`src/verilog/soc_config.svh`:
```
`ifndef SOC_CONFIG_SVH
`define SOC_CONFIG_SVH

//////////////////////////////////////////////////////////////////////
// bus widths
//////////////////////////////////////////////////////////////////////

`define SOC_ADDR_W 32
`define SOC_DATA_W 32
// one write-enable bit per byte lane
`define SOC_STRB_W 4

//////////////////////////////////////////////////////////////////////
// address map, region field is addr[31:28]
//////////////////////////////////////////////////////////////////////

`define SOC_SEL_MSB      31
`define SOC_REGION_RAM   4'h0
`define SOC_REGION_TIMER 4'h2
`define SOC_REGION_GPIO  4'h4

// peripheral sizing
`define SOC_RAM_WORDS   256
`define SOC_GPIO_PINS   8
// read data for unmapped regions
`define SOC_DECERR_DATA 32'hDEAD_BEEF

`endif

```
`src/verilog/soc_pkg.sv`:
```
`include "soc_config.svh"

package soc_pkg;

    // bus payload types
    typedef logic [`SOC_ADDR_W-1:0] addr_t;
    typedef logic [`SOC_DATA_W-1:0] word_t;
    typedef logic [`SOC_STRB_W-1:0] strb_t;

    // decoder target, SEL_NONE means decode error
    typedef enum logic [1:0] {
        SEL_RAM,
        SEL_TIMER,
        SEL_GPIO,
        SEL_NONE
    } target_sel_t;

    // timer register offsets
    typedef enum logic [3:0] {
        TMR_CTRL  = 4'h0,
        TMR_COUNT = 4'h4,
        TMR_VALUE = 4'h8
    } timer_reg_e;

    // gpio register offsets
    typedef enum logic [3:0] {
        GPIO_CTRL = 4'h0,
        GPIO_DATA = 4'h4
    } gpio_reg_e;

endpackage

```
`src/verilog/mem_bus_if.sv`:
```
`timescale 1ns/1ps
`include "soc_config.svh"

interface mem_bus_if;

    // request side, held until addr_ok
    logic                   req;
    logic                   we;
    logic [`SOC_ADDR_W-1:0] addr;
    logic [`SOC_DATA_W-1:0] wdata;
    logic [`SOC_STRB_W-1:0] wem;

    // response side
    logic                   addr_ok;
    logic                   data_ok;
    logic [`SOC_DATA_W-1:0] rdata;

    modport master (
        output req, we, addr, wdata, wem,
        input  addr_ok, data_ok, rdata
    );

    modport slave (
        input  req, we, addr, wdata, wem,
        output addr_ok, data_ok, rdata
    );

endinterface

```
`src/verilog/gpio.sv`:
```
`timescale 1ns/1ps
`include "soc_config.svh"

module gpio (
    input  logic                      clk,
    input  logic                      rst_n,
    mem_bus_if.slave                  bus,
    input  logic [`SOC_GPIO_PINS-1:0] pin_i,
    output logic [`SOC_GPIO_PINS-1:0] pin_o,
    output logic [`SOC_GPIO_PINS-1:0] pin_oe_o
);
    import soc_pkg::*;

    localparam int PINS = `SOC_GPIO_PINS;

    gpio_reg_e         reg_sel;
    logic              acc;
    logic [2*PINS-1:0] ctrl_q;
    logic [PINS-1:0]   data_q;
    logic [PINS-1:0]   pin_meta_q;
    logic [PINS-1:0]   pin_sync_q;
    logic [PINS-1:0]   pin_rd;
    logic              data_ok_q;
    word_t             rdata_q;

    assign bus.addr_ok = bus.req && !data_ok_q;
    assign acc         = bus.addr_ok;
    assign reg_sel     = gpio_reg_e'(bus.addr[3:0]);

    // control and output data registers
    always_ff @(posedge clk or negedge rst_n) begin
        if (!rst_n) begin
            ctrl_q <= '0;
            data_q <= '0;
        end else if (acc && bus.we) begin
            case (reg_sel)
                GPIO_CTRL: ctrl_q <= bus.wdata[2*PINS-1:0];
                GPIO_DATA: data_q <= bus.wdata[PINS-1:0];
                default: ;
            endcase
        end
    end

    // two bits per pin, code 01 drives the pad
    always_comb begin
        for (int i = 0; i < PINS; i++) begin
            pin_oe_o[i] = (ctrl_q[2*i +: 2] == 2'b01);
        end
    end

    assign pin_o = data_q;

    // pad inputs are asynchronous
    always_ff @(posedge clk) begin
        pin_meta_q <= pin_i;
        pin_sync_q <= pin_meta_q;
    end

    // output pins read back their own value
    assign pin_rd = (data_q & pin_oe_o) | (pin_sync_q & ~pin_oe_o);

    always_ff @(posedge clk or negedge rst_n) begin
        if (!rst_n) begin
            data_ok_q <= 1'b0;
        end else begin
            data_ok_q <= acc;
        end
    end

    always_ff @(posedge clk) begin
        if (acc && !bus.we) begin
            case (reg_sel)
                GPIO_CTRL: rdata_q <= word_t'(ctrl_q);
                GPIO_DATA: rdata_q <= word_t'(pin_rd);
                default:   rdata_q <= '0;
            endcase
        end
    end

    assign bus.data_ok = data_ok_q;
    assign bus.rdata   = rdata_q;

endmodule

```
`src/flat_wrapper.sv`:
```
// flat-port wrapper written by rule: the top's interface ports become plain ports
module gpio_flat import soc_pkg::*;
  (clk, rst_n, pin_i, pin_o, pin_oe_o, bus_req, bus_we, bus_addr, bus_wdata, bus_wem, bus_addr_ok, bus_data_ok, bus_rdata);
  mem_bus_if bus_i ();
  input  logic clk;
  input  logic rst_n;
  input  logic [`SOC_GPIO_PINS-1:0] pin_i;
  output logic [`SOC_GPIO_PINS-1:0] pin_o;
  output logic [`SOC_GPIO_PINS-1:0] pin_oe_o;
  input wire logic [$bits(bus_i.req)-1:0] bus_req;
  input wire logic [$bits(bus_i.we)-1:0] bus_we;
  input wire logic [$bits(bus_i.addr)-1:0] bus_addr;
  input wire logic [$bits(bus_i.wdata)-1:0] bus_wdata;
  input wire logic [$bits(bus_i.wem)-1:0] bus_wem;
  output wire logic [$bits(bus_i.addr_ok)-1:0] bus_addr_ok;
  output wire logic [$bits(bus_i.data_ok)-1:0] bus_data_ok;
  output wire logic [$bits(bus_i.rdata)-1:0] bus_rdata;
  assign bus_i.req = bus_req;
  assign bus_i.we = bus_we;
  assign bus_i.addr = bus_addr;
  assign bus_i.wdata = bus_wdata;
  assign bus_i.wem = bus_wem;
  assign bus_addr_ok = bus_i.addr_ok;
  assign bus_data_ok = bus_i.data_ok;
  assign bus_rdata = bus_i.rdata;
  gpio u_core (.clk(clk), .rst_n(rst_n), .bus(bus_i), .pin_i(pin_i), .pin_o(pin_o), .pin_oe_o(pin_oe_o));
endmodule
```
`config.mk`:
```
export PLATFORM = sky130hd
export DESIGN_NAME = gpio_flat
export DESIGN_NICKNAME = d
export VERILOG_FILES = /design/src/verilog/soc_pkg.sv /design/src/verilog/mem_bus_if.sv /design/src/verilog/gpio.sv /design/src/flat_wrapper.sv
export VERILOG_INCLUDE_DIRS = /design/src /design/src/verilog
export SDC_FILE = /design/constraint.sdc
export NUM_CORES = 1
export LEC_CHECK = 0
export BUFFER_PORTS_ARGS = -buffer_cell sky130_fd_sc_hd__buf_2
export CAP_MARGIN = 40
export CORE_MARGIN = 4
export CORE_UTILIZATION = 35
export DETAILED_ROUTE_END_ITERATION = 8
export PLACE_DENSITY = 0.65
export SETUP_SLACK_MARGIN = 0.5
export SLEW_MARGIN = 15
export SYNTH_ARGS = -nofsm -noshare
export SYNTH_HDL_FRONTEND = slang
export SYNTH_SLANG_ARGS = --single-unit
```
`constraint.sdc`:
```
create_clock -name clk -period 2.7 [get_ports clk]
set_input_delay 0.54 -clock clk [delete_from_list [all_inputs] [get_ports clk]]
set_output_delay 0.54 -clock clk [all_outputs]
set_load 0.05 [all_outputs]
```
# After elaboration in Yosys (flattened, before gate mapping)
# Index checks and enable logic that the tools add are counted.
# word_totals
register_bits	73
inputBits	80
out_inout_bits	50
word_cells	28
# op_classes
eq_ne	9
muxes	1
n_bitwise	4
n_reduce_logical	8
# ops
cell	n
$pmux 16 s2	1
$and 8x8->8	2
$eq 2x1->1 const B	8
$not 8->8	1
$or 8x8->8	1
$eq 4x3->1 const B	1
$logic_not 4->1	1
$reduce_and 2->1	2
$logic_and 1x1->1	3
$logic_not 1->1	2

# Longest topological paths before layout
# logic_depth
word_depth	5
ltp_mapped	5
depth_no_buf	3

# Worst setup path before layout
# No wires, ideal clock.
# synth_path
path_type	register to register
from	register u_core.data_ok_q, in the netlist u_core.bus.data_ok
to	register u_core.rdata_q[0], in the netlist u_core.bus.rdata[0], enable pin
setup_time_ns	0.390
t_arrival_ns	2.269
t_required_ns	2.310
setup_slack_ns	0.041
stages_incl_launch_ff	3
n_path_buf	0
period_less_slack_ns	2.659
path_cell_list	dfrtp_1 > nor2b_1 > nor2b_1
# synth_via
elab_chain_len	3
# synth_rtl
element	line_no	source
start: declaration	gpio.sv:23	logic data_ok_q;
start signal: assignment	gpio.sv:64	data_ok_q <= 1'b0;
start signal: assignment	gpio.sv:66	data_ok_q <= acc;
$logic_not 1->1	gpio.sv:26	assign bus.addr_ok = bus.req && !data_ok_q;
$logic_and 1x1->1	gpio.sv:26	
via bus_addr_ok	flat_wrapper.sv:15	output wire logic [$bits(bus_i.addr_ok)-1:0] bus_addr_ok;
$logic_and 1x1->1	gpio.sv:71	if (acc && !bus.we) begin
end signal: assignment	gpio.sv:73	GPIO_CTRL: rdata_q <= word_t'(ctrl_q);
end signal: assignment	gpio.sv:74	GPIO_DATA: rdata_q <= word_t'(pin_rd);
end: declaration	gpio.sv:24	word_t rdata_q;
# The timed path passes the listed nets, and every way through them passes these cells.
# A chain may end at the register's enable or synchronous reset.

# Worst setup path in the final report
# layout_path
from	register u_core.ctrl_q[5]
to	output port pin_oe_o[2]
# layout_via
elab_chain_len	1
# layout_rtl
element	line_no	source
start: declaration	gpio.sv:18	logic [2*PINS-1:0] ctrl_q;
start signal: assignment	gpio.sv:37	GPIO_CTRL: ctrl_q <= bus.wdata[2*PINS-1:0];
$eq 2x1->1	gpio.sv:47	pin_oe_o[i] = (ctrl_q[2*i +: 2] == 2'b01);
end: declaration	flat_wrapper.sv:9	output logic [`SOC_GPIO_PINS-1:0] pin_oe_o;
# No other way between the ends.

==> flow_metrics.py <==
metrics = {
    "routing": {
        "first_pass_iters": 4,
        "wl_per_cell_um": 14.1,
        "initialDrtViolationCount": 19,
        "postRouteWirelength_um": 4320,
        "drc_errors": 0,
        "via_per_inst": 4.38,
        "vias": 1344,
        "postRouteAntennaNets": 0,
    },
    "placed_design": {
        "io_buffers": 65,
        "pre_cts_ws_ns": 0.637,
        "dpl.hpwl_um": 3070,
        "placed_cells": 291,
        "place_congestion": 0.687,
    },
    "setup_path": {
        "cp-end-kind": "primary output",
        "rr_startpoint": "u_core.bus.data_ok",
        "startpoint": "u_core.ctrl_q[5]",
        "slowest_delay_ns": 0.39,
        "critPathMaxFanout": 3,
        "crit_required_ns": 2.16,
        "start_kind": "flip-flop",
        "crit_type": "reg2out",
        "cp_cell_sequence": "nor2b_1 > buf_2",
        "slowest_stage": "dfrtp_1",
        "cp.arrival_ns": 1.31,
    },
    "logic_synthesis": {
        "synth_area_mm2": 0.00219,
        "yosysWarnings": 0,
        "synth_cell_types": 23,
        "syn_area_per_cell_um2": 14.4,
        "syn_inst": 152,
        "ys_ff_latch": 57,
        "synth_seq_area_share_pct": 65.0,
    },
    "min_path": {
        "worstHoldPathType": "in2async",
    },
    "power_and_ir_drop": {
        "total_power_mw": 2.20,
        "peakVddDrop_mv": 0.581,
        "power_density_mw_per_mm2": 801,
        "leakage_nw": 1.31,
    },
    "cells_and_area": {
        "fin_nets": 307,
        "diodes": 0,
        "final_cells": 307,
        "drive_above_1_share_pct": 45.7,
        "mostFrequentLayoutCells": "buf_2 (65), dfrtp_1 (25), mux2_2 (22)",
        "syn_to_final_growth_pct": 24.9,
        "final_common_cell": "buf_2",
    },
    "die": {
        "die_width_um": 87.2,
        "start_util_pct": 36.6,
        "rows": 28,
        "coreArea_mm2": 0.00599,
        "ios": 130,
        "die_area_mm2": 0.00760,
        "die_y_um": 87.2,
    },
    "clocking": {
        "worst_skew_pair.late_latency_ns": 0.33,
        "cts_buffers": 9,
        "cts_resized": 0,
        "postCtsHoldBufs": 0,
        "htreeDepth": 3,
        "clkTransAtPathRegs_ns": 0.06,
        "cts_buffer_depth": 2,
        "post_cts_buffers": 0,
        "cts_tree": "yes",
        "cts_root_buf": "clkbuf_8",
        "cts_sinks": 57,
    },
    "sta": {
        "fin_crit_sh_pct": 68.4,
        "hold_viol_final": 0,
        "timing.setup.tns_ns": 0,
        "rsz0062_at_grt": "false",
        "tightest_slew_ns": 0.585,
        "drv_slew": 0,
        "relSlewSlack_pct": 61.0,
        "setup_violations": 0,
        "fin_worst_skew_ns": 0.00587,
        "worst_slack_ns": 0.853,
        "fin_crit_ns": 1.85,
        "timing.fmax_mhz": 541,
    },
    "global_route": {
        "grt_pass1_wl_um": 6840,
        "antenna_found_initial": 0,
        "track_usage_pct": 12.6,
        "grt_max_degree": 26,
        "grt_pass1_vias": 1392,
        "gr-total-overflow": 0,
    },
    "outcome": {
        "status": "completed",
    },
    "run": {
        "maxCapViolations": 0,
    },
}
## metal layers
metal	up-vias	global-route usage [%]	routed length [µm]
li1	644	-	-
met1	635	13.8	1680
met2	54	20.0	2090
met3	11	7.28	473
met4	0	5.02	74
met5	-	0	0
## power breakdown
part	switching (mW)	internal (mW)	total [mW]
combinational	0.313	0.124	0.437
clock	0.306	0.438	0.744
sequential	0.0470	0.967	1.01
total	0.665	1.53	2.20
## metrics by stage
step           utilization (%)  instance area (µm²)  hold WS [ns]
3_5_place_dp              42.6                 2550         0.312
4_1_cts                   45.7                 2740         0.222
2_1_floorplan                -                 2250         0.244
5_1_grt                   45.7                 2740         0.240
6_report                  45.7                 2740         0.204
3_3_place_gp              42.6                 2550         0.310
## registers in the layout (all words and copies together) (netlist names)
name / count
u_core.bus.data_ok: 1
u_core.pin_sync_q: 8
u_core.pin_o: 8
u_core.bus.rdata: 16
u_core.ctrl_q: 16
u_core.pin_meta_q: 8
## critical path: cells and delay by family (launching register included)
family,cells,cell delay [ns]
buffers and inverters,1,0.33
flip-flops,1,0.39
AND/OR/NAND/NOR,1,0.25
## worst paths after layout
| path | endpoint | slack (ns) | depth (start not counted) |
|---|---|---|---|
| worst min-delay path | u_core.ctrl_q[13] | 0.20 | 1 |
| worst min register to register | u_core.pin_sync_q[5] | 0.32 | 0 |
| min in group clk | u_core.pin_meta_q[7] | 0.30 | 1 |
| max in group asynchronous | u_core.ctrl_q[1] | 2.10 | 1 |
| worst max register to register | u_core.bus.rdata[11] | 1.07 | 3 |
| worst max-delay path | pin_oe_o[2] | 0.85 | 2 |
## logic make-up (layout without fill, tap and decap cells)
logic type,count (synthesis),count (layout),share of synthesized area (%)
flops,57,57,65.0
compound gates,10,10,2.45
other cells,1,16,0.171
mux,31,31,15.5
buf+inv,22,87,7.19
simple gates,31,31,9.64
## cells in the mapped netlist
cell	number	area, µm²
nor4_4	1	21.3
and3_1	1	6.26
edfxtp_1	16	480
nor2_8	1	20.0
nand3b_1	1	7.51
a21oi_1	2	10.0
o21ai_0	7	35.0
nand2_1	7	26.3
dfrtp_1	25	626
mux2_1	2	22.5
dfxtp_1	16	320
or4_1	1	7.51
a22o_1	1	8.76
conb_1	1	3.75
inv_1	2	7.51
buf_6	1	11.3
mux2_2	22	248
buf_4	18	135
clkbuf_1	1	3.75
nor2b_1	10	62.6
or4b_1	1	10.0
and2_1	8	50.1
mux2i_1	7	70.1
## layout make-up
| cell class | count | area [µm²] |
|---|---|---|
| Inverter | 2 | 7.51 |
| Tap cell | 75 | 93.8 |
| Fill cell | 575 | 3250 |
| Timing Repair Buffer | 69 | 355 |
| Sequential cell | 57 | 1430 |
| Clock buffer | 11 | 141 |
| Multi-Input combinational cell | 88 | 671 |
| Clock inverter | 5 | 45.0 |
Power figures use the tool's default switching activity.
