<file path="src/verilog/soc_config.svh">
`ifndef SOC_CONFIG_SVH
`define SOC_CONFIG_SVH

//////////////////////////////////////////////////////////////////////
// bus widths
//////////////////////////////////////////////////////////////////////

`define SOC_ADDR_W 32
`define SOC_DATA_W 32
// one write-enable bit per byte lane
`define SOC_STRB_W 4

//////////////////////////////////////////////////////////////////////
// address map, region field is addr[31:28]
//////////////////////////////////////////////////////////////////////

`define SOC_SEL_MSB      31
`define SOC_REGION_RAM   4'h0
`define SOC_REGION_TIMER 4'h2
`define SOC_REGION_GPIO  4'h4

// peripheral sizing
`define SOC_RAM_WORDS   256
`define SOC_GPIO_PINS   8
// read data for unmapped regions
`define SOC_DECERR_DATA 32'hDEAD_BEEF

`endif

</file>
<file path="src/verilog/soc_pkg.sv">
`include "soc_config.svh"

package soc_pkg;

    // bus payload types
    typedef logic [`SOC_ADDR_W-1:0] addr_t;
    typedef logic [`SOC_DATA_W-1:0] word_t;
    typedef logic [`SOC_STRB_W-1:0] strb_t;

    // decoder target, SEL_NONE means decode error
    typedef enum logic [1:0] {
        SEL_RAM,
        SEL_TIMER,
        SEL_GPIO,
        SEL_NONE
    } target_sel_t;

    // timer register offsets
    typedef enum logic [3:0] {
        TMR_CTRL  = 4'h0,
        TMR_COUNT = 4'h4,
        TMR_VALUE = 4'h8
    } timer_reg_e;

    // gpio register offsets
    typedef enum logic [3:0] {
        GPIO_CTRL = 4'h0,
        GPIO_DATA = 4'h4
    } gpio_reg_e;

endpackage

</file>
<file path="src/verilog/mem_bus_if.sv">
`timescale 1ns/1ps
`include "soc_config.svh"

interface mem_bus_if;

    // request side, held until addr_ok
    logic                   req;
    logic                   we;
    logic [`SOC_ADDR_W-1:0] addr;
    logic [`SOC_DATA_W-1:0] wdata;
    logic [`SOC_STRB_W-1:0] wem;

    // response side
    logic                   addr_ok;
    logic                   data_ok;
    logic [`SOC_DATA_W-1:0] rdata;

    modport master (
        output req, we, addr, wdata, wem,
        input  addr_ok, data_ok, rdata
    );

    modport slave (
        input  req, we, addr, wdata, wem,
        output addr_ok, data_ok, rdata
    );

endinterface

</file>
<file path="src/verilog/bus_decoder.sv">
`timescale 1ns/1ps
`include "soc_config.svh"

module bus_decoder (
    input  logic           clk,
    input  logic           rst_n,
    // host side
    input  logic           req_i,
    input  logic           we_i,
    input  soc_pkg::addr_t addr_i,
    input  soc_pkg::word_t wdata_i,
    input  soc_pkg::strb_t wem_i,
    output logic           addr_ok_o,
    output logic           data_ok_o,
    output soc_pkg::word_t rdata_o,
    output logic           err_o,
    // targets
    mem_bus_if.master      ram_bus,
    mem_bus_if.master      timer_bus,
    mem_bus_if.master      gpio_bus
);
    import soc_pkg::*;

    target_sel_t sel;
    target_sel_t sel_q;
    logic        live_q;
    logic        owed_q;
    logic        decerr_q;
    logic        issue;

    // region field decode
    always_comb begin
        case (addr_i[`SOC_SEL_MSB -: 4])
            `SOC_REGION_RAM:   sel = SEL_RAM;
            `SOC_REGION_TIMER: sel = SEL_TIMER;
            `SOC_REGION_GPIO:  sel = SEL_GPIO;
            default:           sel = SEL_NONE;
        endcase
    end

    // no new request while a response is owed
    assign issue = req_i && live_q && !owed_q;

    // fields go everywhere, req only to the selected target
    assign ram_bus.req     = issue && (sel == SEL_RAM);
    assign ram_bus.we      = we_i;
    assign ram_bus.addr    = addr_i;
    assign ram_bus.wdata   = wdata_i;
    assign ram_bus.wem     = wem_i;

    assign timer_bus.req   = issue && (sel == SEL_TIMER);
    assign timer_bus.we    = we_i;
    assign timer_bus.addr  = addr_i;
    assign timer_bus.wdata = wdata_i;
    assign timer_bus.wem   = wem_i;

    assign gpio_bus.req    = issue && (sel == SEL_GPIO);
    assign gpio_bus.we     = we_i;
    assign gpio_bus.addr   = addr_i;
    assign gpio_bus.wdata  = wdata_i;
    assign gpio_bus.wem    = wem_i;

    // unmapped requests are accepted here
    always_comb begin
        case (sel)
            SEL_RAM:   addr_ok_o = ram_bus.addr_ok;
            SEL_TIMER: addr_ok_o = timer_bus.addr_ok;
            SEL_GPIO:  addr_ok_o = gpio_bus.addr_ok;
            default:   addr_ok_o = issue;
        endcase
    end

    // response from the target of the accepted request
    always_comb begin
        case (sel_q)
            SEL_RAM: begin
                data_ok_o = ram_bus.data_ok;
                rdata_o   = ram_bus.rdata;
            end
            SEL_TIMER: begin
                data_ok_o = timer_bus.data_ok;
                rdata_o   = timer_bus.rdata;
            end
            SEL_GPIO: begin
                data_ok_o = gpio_bus.data_ok;
                rdata_o   = gpio_bus.rdata;
            end
            default: begin
                data_ok_o = decerr_q;
                rdata_o   = `SOC_DECERR_DATA;
            end
        endcase
    end

    assign err_o = decerr_q;

    always_ff @(posedge clk or negedge rst_n) begin
        if (!rst_n) begin
            live_q   <= 1'b0;
            owed_q   <= 1'b0;
            decerr_q <= 1'b0;
            sel_q    <= SEL_NONE;
        end else begin
            // bus opens one cycle after reset release
            live_q   <= 1'b1;
            decerr_q <= addr_ok_o && (sel == SEL_NONE);
            if (addr_ok_o) begin
                owed_q <= 1'b1;
                sel_q  <= sel;
            end else if (data_ok_o) begin
                owed_q <= 1'b0;
            end
        end
    end

endmodule

</file>
<file path="src/flat_wrapper.sv">
// flat-port wrapper written by rule: the top's interface ports become plain ports
module bus_decoder_flat import soc_pkg::*;
  (clk, rst_n, req_i, we_i, addr_i, wdata_i, wem_i, addr_ok_o, data_ok_o, rdata_o, err_o, ram_bus_req, ram_bus_we, ram_bus_addr, ram_bus_wdata, ram_bus_wem, ram_bus_addr_ok, ram_bus_data_ok, ram_bus_rdata, timer_bus_req, timer_bus_we, timer_bus_addr, timer_bus_wdata, timer_bus_wem, timer_bus_addr_ok, timer_bus_data_ok, timer_bus_rdata, gpio_bus_req, gpio_bus_we, gpio_bus_addr, gpio_bus_wdata, gpio_bus_wem, gpio_bus_addr_ok, gpio_bus_data_ok, gpio_bus_rdata);
  mem_bus_if ram_bus_i ();
  mem_bus_if timer_bus_i ();
  mem_bus_if gpio_bus_i ();
  input  logic clk;
  input  logic rst_n;
  input  logic req_i;
  input  logic we_i;
  input  soc_pkg::addr_t addr_i;
  input  soc_pkg::word_t wdata_i;
  input  soc_pkg::strb_t wem_i;
  output logic addr_ok_o;
  output logic data_ok_o;
  output soc_pkg::word_t rdata_o;
  output logic err_o;
  output wire logic [$bits(ram_bus_i.req)-1:0] ram_bus_req;
  output wire logic [$bits(ram_bus_i.we)-1:0] ram_bus_we;
  output wire logic [$bits(ram_bus_i.addr)-1:0] ram_bus_addr;
  output wire logic [$bits(ram_bus_i.wdata)-1:0] ram_bus_wdata;
  output wire logic [$bits(ram_bus_i.wem)-1:0] ram_bus_wem;
  input wire logic [$bits(ram_bus_i.addr_ok)-1:0] ram_bus_addr_ok;
  input wire logic [$bits(ram_bus_i.data_ok)-1:0] ram_bus_data_ok;
  input wire logic [$bits(ram_bus_i.rdata)-1:0] ram_bus_rdata;
  output wire logic [$bits(timer_bus_i.req)-1:0] timer_bus_req;
  output wire logic [$bits(timer_bus_i.we)-1:0] timer_bus_we;
  output wire logic [$bits(timer_bus_i.addr)-1:0] timer_bus_addr;
  output wire logic [$bits(timer_bus_i.wdata)-1:0] timer_bus_wdata;
  output wire logic [$bits(timer_bus_i.wem)-1:0] timer_bus_wem;
  input wire logic [$bits(timer_bus_i.addr_ok)-1:0] timer_bus_addr_ok;
  input wire logic [$bits(timer_bus_i.data_ok)-1:0] timer_bus_data_ok;
  input wire logic [$bits(timer_bus_i.rdata)-1:0] timer_bus_rdata;
  output wire logic [$bits(gpio_bus_i.req)-1:0] gpio_bus_req;
  output wire logic [$bits(gpio_bus_i.we)-1:0] gpio_bus_we;
  output wire logic [$bits(gpio_bus_i.addr)-1:0] gpio_bus_addr;
  output wire logic [$bits(gpio_bus_i.wdata)-1:0] gpio_bus_wdata;
  output wire logic [$bits(gpio_bus_i.wem)-1:0] gpio_bus_wem;
  input wire logic [$bits(gpio_bus_i.addr_ok)-1:0] gpio_bus_addr_ok;
  input wire logic [$bits(gpio_bus_i.data_ok)-1:0] gpio_bus_data_ok;
  input wire logic [$bits(gpio_bus_i.rdata)-1:0] gpio_bus_rdata;
  assign ram_bus_req = ram_bus_i.req;
  assign ram_bus_we = ram_bus_i.we;
  assign ram_bus_addr = ram_bus_i.addr;
  assign ram_bus_wdata = ram_bus_i.wdata;
  assign ram_bus_wem = ram_bus_i.wem;
  assign ram_bus_i.addr_ok = ram_bus_addr_ok;
  assign ram_bus_i.data_ok = ram_bus_data_ok;
  assign ram_bus_i.rdata = ram_bus_rdata;
  assign timer_bus_req = timer_bus_i.req;
  assign timer_bus_we = timer_bus_i.we;
  assign timer_bus_addr = timer_bus_i.addr;
  assign timer_bus_wdata = timer_bus_i.wdata;
  assign timer_bus_wem = timer_bus_i.wem;
  assign timer_bus_i.addr_ok = timer_bus_addr_ok;
  assign timer_bus_i.data_ok = timer_bus_data_ok;
  assign timer_bus_i.rdata = timer_bus_rdata;
  assign gpio_bus_req = gpio_bus_i.req;
  assign gpio_bus_we = gpio_bus_i.we;
  assign gpio_bus_addr = gpio_bus_i.addr;
  assign gpio_bus_wdata = gpio_bus_i.wdata;
  assign gpio_bus_wem = gpio_bus_i.wem;
  assign gpio_bus_i.addr_ok = gpio_bus_addr_ok;
  assign gpio_bus_i.data_ok = gpio_bus_data_ok;
  assign gpio_bus_i.rdata = gpio_bus_rdata;
  bus_decoder u_core (.clk(clk), .rst_n(rst_n), .req_i(req_i), .we_i(we_i), .addr_i(addr_i), .wdata_i(wdata_i), .wem_i(wem_i), .addr_ok_o(addr_ok_o), .data_ok_o(data_ok_o), .rdata_o(rdata_o), .err_o(err_o), .ram_bus(ram_bus_i), .timer_bus(timer_bus_i), .gpio_bus(gpio_bus_i));
endmodule
</file>
<file path="config.mk">
export PLATFORM = sky130hd
export DESIGN_NAME = bus_decoder_flat
export DESIGN_NICKNAME = d
export VERILOG_FILES = /design/src/verilog/soc_pkg.sv /design/src/verilog/mem_bus_if.sv /design/src/verilog/bus_decoder.sv /design/src/flat_wrapper.sv
export VERILOG_INCLUDE_DIRS = /design/src /design/src/verilog
export SDC_FILE = /design/constraint.sdc
export NUM_CORES = 1
export LEC_CHECK = 0
export ABC_CLOCK_PERIOD_IN_PS = 2900
export BUFFER_PORTS_ARGS = -buffer_cell sky130_fd_sc_hd__buf_2
export CORE_AREA = 2 2 163 165
export CTS_BUF_LIST = sky130_fd_sc_hd__clkbuf_16
export DETAILED_ROUTE_END_ITERATION = 7
export DIE_AREA = 0 0 165 167
export SYNTH_ARGS = -nofsm -noshare
export SYNTH_HDL_FRONTEND = slang
export SYNTH_SLANG_ARGS = --single-unit
</file>
<file path="constraint.sdc">
create_clock -name clk -period 2.9 [get_ports clk]
set_input_delay 0.58 -clock clk [delete_from_list [all_inputs] [get_ports clk]]
set_output_delay 0.58 -clock clk [all_outputs]
set_load 0.01 [all_outputs]
</file>
== Yosys cells after proc, flatten, opt, wreduce, memory -nomap -nowiden ==
Index checks and enable logic that the tools add are counted.

* Output and inout port bits: 245
* Input port bits: 174
* Word-level logic and storage cells: 28
* Register bits after elaboration: 5

* Reductions and logical operators: 11
* Eq/ne operators: 7
* Mux-type cells: 6

{| class="wikitable"
|+ Operator list
! operator !! number
|-
| $pmux W32 S3 || 1
|-
| $eq A2 B2 Y1 const B || 3
|-
| $logic_and A1 B1 Y1 || 6
|-
| $pmux W1 S3 || 2
|-
| $pmux W2 S3 || 1
|-
| $eq A2 B1 Y1 const B || 2
|-
| $eq A4 B2 Y1 const B || 1
|-
| $eq A4 B3 Y1 const B || 1
|-
| $logic_not A2 Y1 || 2
|-
| $logic_not A4 Y1 || 1
|-
| $mux W1 || 2
|-
| $reduce_bool A2 Y1 || 1
|-
| $logic_not A1 Y1 || 1
|}

== Depth between registers and ports, before layout ==
* Word-level depth: 5
* Depth in mapped cells: 5
* Gate-level depth less buffers: 4

== Worst setup path after synthesis ==
No wires, ideal clock.

* Path type: register to output
* From: register u_core.sel_q[0]
* To: output port rdata_o[0]
* Stages on the path, launching flop included: 5
* Setup slack: 0.941 ns
* Arrival: 1.379 ns
* Path buffers: 2
* Data required time: 2.320 ns
* Path through: dfstp_2 -> buf_6 -> buf_2 -> mux2_2 -> o22a_1

* Longest elaborated chain between the ends: 2
* Elaborated cells between the ends (all ways): 4
* Those cells by class: eq/ne (2); mux (1); reduce/logical (1)

{| class="wikitable"
|+ RTL lines
! what !! line !! RTL
|-
| start: declaration || bus_decoder.sv:25 || <nowiki>target_sel_t sel_q;</nowiki>
|-
| start signal: assignment || bus_decoder.sv:109 || <nowiki>sel_q <= sel;</nowiki>
|-
| $eq A2 B2 Y1, or another cell as far along || bus_decoder.sv:75 || <nowiki>case (sel_q)</nowiki>
|-
| $pmux W32 S3 (*) || bus_decoder.sv:75 ||
|-
| end: declaration || flat_wrapper.sv:16 || <nowiki>output soc_pkg::word_t rdata_o;</nowiki>
|}

Mark *: on every way between the ends. The rest lies on a longest branch, timed or not.

== Final worst setup path ==
* From: register u_core.sel_q[1]
* To: output port rdata_o[20]

Same word-level chain as after synthesis.

==> flow_metrics.env <==
export IMPL_layout_min_cycle_time_ns=2.54
export IMPL_powerDensity_nw_per_um2=512
export IMPL_track_usage_pct=5.69
export IMPL_routedWlPerCell_um=14.2
export IMPL_cts_buffer_depth=2
export IMPL_cp_data_arrival_time_ns=1.96
export IMPL_yosys_warnings=0
export IMPL_fin_nets=445
export IMPL_tightest_slew_ns=0.531
export IMPL_hpwl_mm=7.23
export IMPL_die_width_um=165
export IMPL_dieArea_um2=27600
export IMPL_cts_tree="built"
export IMPL_synthArstFlopShare_pct=100
export IMPL_antenna_found_initial=1
export IMPL_worstPathRequired_ns=2.32
export IMPL_ant_nets=0
export IMPL_first_iter_violations=38
export IMPL_grt_pass1_wl_mm=11.3
export IMPL_cts_root_buffer_cell="clkbuf_16"
export IMPL_synth_largest_area_cell="buf_4"
export IMPL_htreeDepth=1
export IMPL_antennaDiodeCount=0
export IMPL_rows=59
export IMPL_setup_viol=0
export IMPL_gp_congestion=0.685
export IMPL_io_buffers=158
export IMPL_grt_max_degree=36
export IMPL_maxSlewHeadroom_pct=64.5
export IMPL_skew_ns=0.000959
export IMPL_grt_pass1_vias=1776
export IMPL_seqPwrFrac_pct=11.1
export IMPL_vias=1725
export IMPL_clock_power_share_pct=19.1
export IMPL_syn_instance_count=323
export IMPL_overflow=0
export IMPL_post_cts_setup_buffers=0
export IMPL_ir_drop_v=0.000229
export IMPL_combPwrFrac_pct=69.8
export IMPL_boundaryPins=419
export IMPL_cts_inserted_buffers=3
export IMPL_initial_core_util_pct=9.94
export IMPL_cts_hold_buf=0
export IMPL_finalMaxSlewViolations=0
export IMPL_swShare_pct=42.3
export IMPL_power_switching_mw=0.491
export IMPL_clk_pin_slew_ns=0.03
export IMPL_syn_num_nets=497
export IMPL_syn_mean_instance_area_um2=7.93
export IMPL_critPathLaunchType="register"
export IMPL_syn_to_final_growth_pct=-11.4
export IMPL_drive_gt1_share_pct=71.5
export IMPL_worst_path_max_fanout=13
export IMPL_place_area_um2=2190
export IMPL_synth_area_leaders="buf_4, mux2_2, o22a_1"
export IMPL_post_cts_resized=0
export IMPL_ys_seq_elements=5
export IMPL_drc=0
export IMPL_ys_flop_type="dfrtp_1"
export IMPL_maxCapViolCount=0
export IMPL_synth_edf_count=0
export IMPL_via_per_inst=2.85
export IMPL_first_pass_iters=4
export IMPL_syn_area_um2=2560
export IMPL_outcome="finished clean"
export IMPL_final_setup_tns_ns=0
export IMPL_rsz0062_at_grt="no"
export IMPL_synth_distinct_cells=28
export IMPL_ff2ff_path_depth=3
export IMPL_critPathKind="reg2out"
export IMPL_final_area_um2=2270
export IMPL_fin_crit_sh_pct=87.5
export IMPL_hold_viol_final=0
export IMPL_intPower_mw=0.671
export IMPL_synth_seq_area_share_pct=4.98
export IMPL_synth_top_area_share_pct=60.7
export IMPL_timing_fmax_ghz=0.394
export IMPL_hp_class="in2async"
export IMPL_clock_latency_ns=0.22
export IMPL_end_kind="primary output"
export IMPL_wl_mm=8.58
export IMPL_cts_sinks=5
export IMPL_p_leak_nw=1.05
export IMPL_p_total_mw=1.16
export IMPL_core_area_um2=25800
export IMPL_fp_dieH_um=167
[state kept, by name (all words and copies together), names as in the netlist]
name and flops:
u_core.err_o 1, u_core.live_q 1, u_core.owed_q 1, u_core.sel_q 2
[worst max-delay path, stage by stage, from the launching register on]
cell	delay (ns)
dfstp_2	0.81
nor2b_1	0.52
nand2_1	0.09
o21ai_0	0.13
buf_2	0.18
[power groups by stage]
stage               sequential, mW  combinational (mW)  clock, mW
floorplan                    0.101               0.804          0
global placement             0.136               0.821          0
detailed placement           0.136               0.835          0
CTS                          0.136               0.836      0.224
global route                 0.135               0.891      0.228
finish                       0.129               0.811      0.222
[cells by family (layout without fill, tap and decap cells)]
kind of cell	after synthesis	in the layout	share of synthesized area, %
buffers and inverters	222	169	63.7
AO/OA/AOI/OAI	37	37	11.6
multiplexers	34	34	15.1
AND/OR/NAND/NOR	24	24	4.45
flip-flops	5	5	4.98
other	1	1	0.146
[through the flow]
| step | utilization, % | instances | hold slack, ns | setup slack [ns] |
|---|---|---|---|---|
| 2_1_floorplan | - | 323 | 0.284 | 0.941 |
| 3_3_place_gp | 8.50 | 601 | 0.399 | 0.506 |
| 3_5_place_dp | 8.50 | 601 | 0.401 | 0.473 |
| 4_1_cts | 8.80 | 605 | 0.165 | 0.238 |
| 5_1_grt | 8.80 | 605 | 0.166 | 0.221 |
| 6_report | 8.80 | 605 | 0.165 | 0.362 |
[routing by layer]
metal,part of all wire (%),global-route usage (%),vias up
li1,-,-,755
met1,32,5.35,729
met2,47,9.76,163
met3,12,2.09,78
met4,8.8,4.69,0
met5,0,0,-
[worst paths after layout]
kind                                              from                     endpoint  slack (ns)
hold / removal                                   rst_n      u_core.live_q$_DFF_PN0_        0.16
max in group asynchronous                        rst_n  u_core.sel_q[0]$_DFFE_PN1P_        2.52
setup reg to reg           u_core.sel_q[0]$_DFFE_PN1P_    u_core.owed_q$_DFFE_PN0P_        1.30
min in group clk             u_core.owed_q$_DFFE_PN0P_    u_core.owed_q$_DFFE_PN0P_        0.61
hold reg to reg              u_core.owed_q$_DFFE_PN0P_    u_core.owed_q$_DFFE_PN0P_        0.61
setup / recovery           u_core.sel_q[1]$_DFFE_PN1P_                  rdata_o[20]        0.36
[cell usage in the layout (no fill, tap or decap), types with 2 or more instances in the layout]
cell type / synthesis / layout
inv_1: 4 / 5
dfrtp_1: 3 / 3
nor3_1: 2 / 2
o22a_1: 24 / 24
o21ai_0: 8 / 8
and3_1: 2 / 2
buf_4: 207 / 2
nand3_1: 2 / 2
buf_2: 5 / 158
clkbuf_16: 0 / 3
mux2_2: 24 / 24
nor2_1: 2 / 2
nand2_1: 12 / 12
mux2i_1: 8 / 8
dfstp_2: 2 / 2
[cells in the mapped netlist (all sizes together), types with 2 or more instances]
| cell type | n |
|---|---|
| o21ai | 8 |
| buf | 214 |
| and3 | 2 |
| mux2 | 25 |
| clkbuf | 4 |
| o22a | 24 |
| dfstp | 2 |
| nand3 | 2 |
| dfrtp | 3 |
| nor3 | 2 |
| nand2 | 12 |
| inv | 4 |
| mux2i | 8 |
| nor2 | 2 |
[final cells by class]
type | count | area (µm²)
Fill cell | 3018 | 23500
Timing Repair Buffer | 161 | 826
Multi-Input combinational cell | 96 | 802
Tap cell | 335 | 419
Sequential cell | 5 | 128
Clock buffer | 3 | 75.1
Inverter | 4 | 15.0
Clock inverter | 1 | 3.75
(Power assumes the default switching activity.)
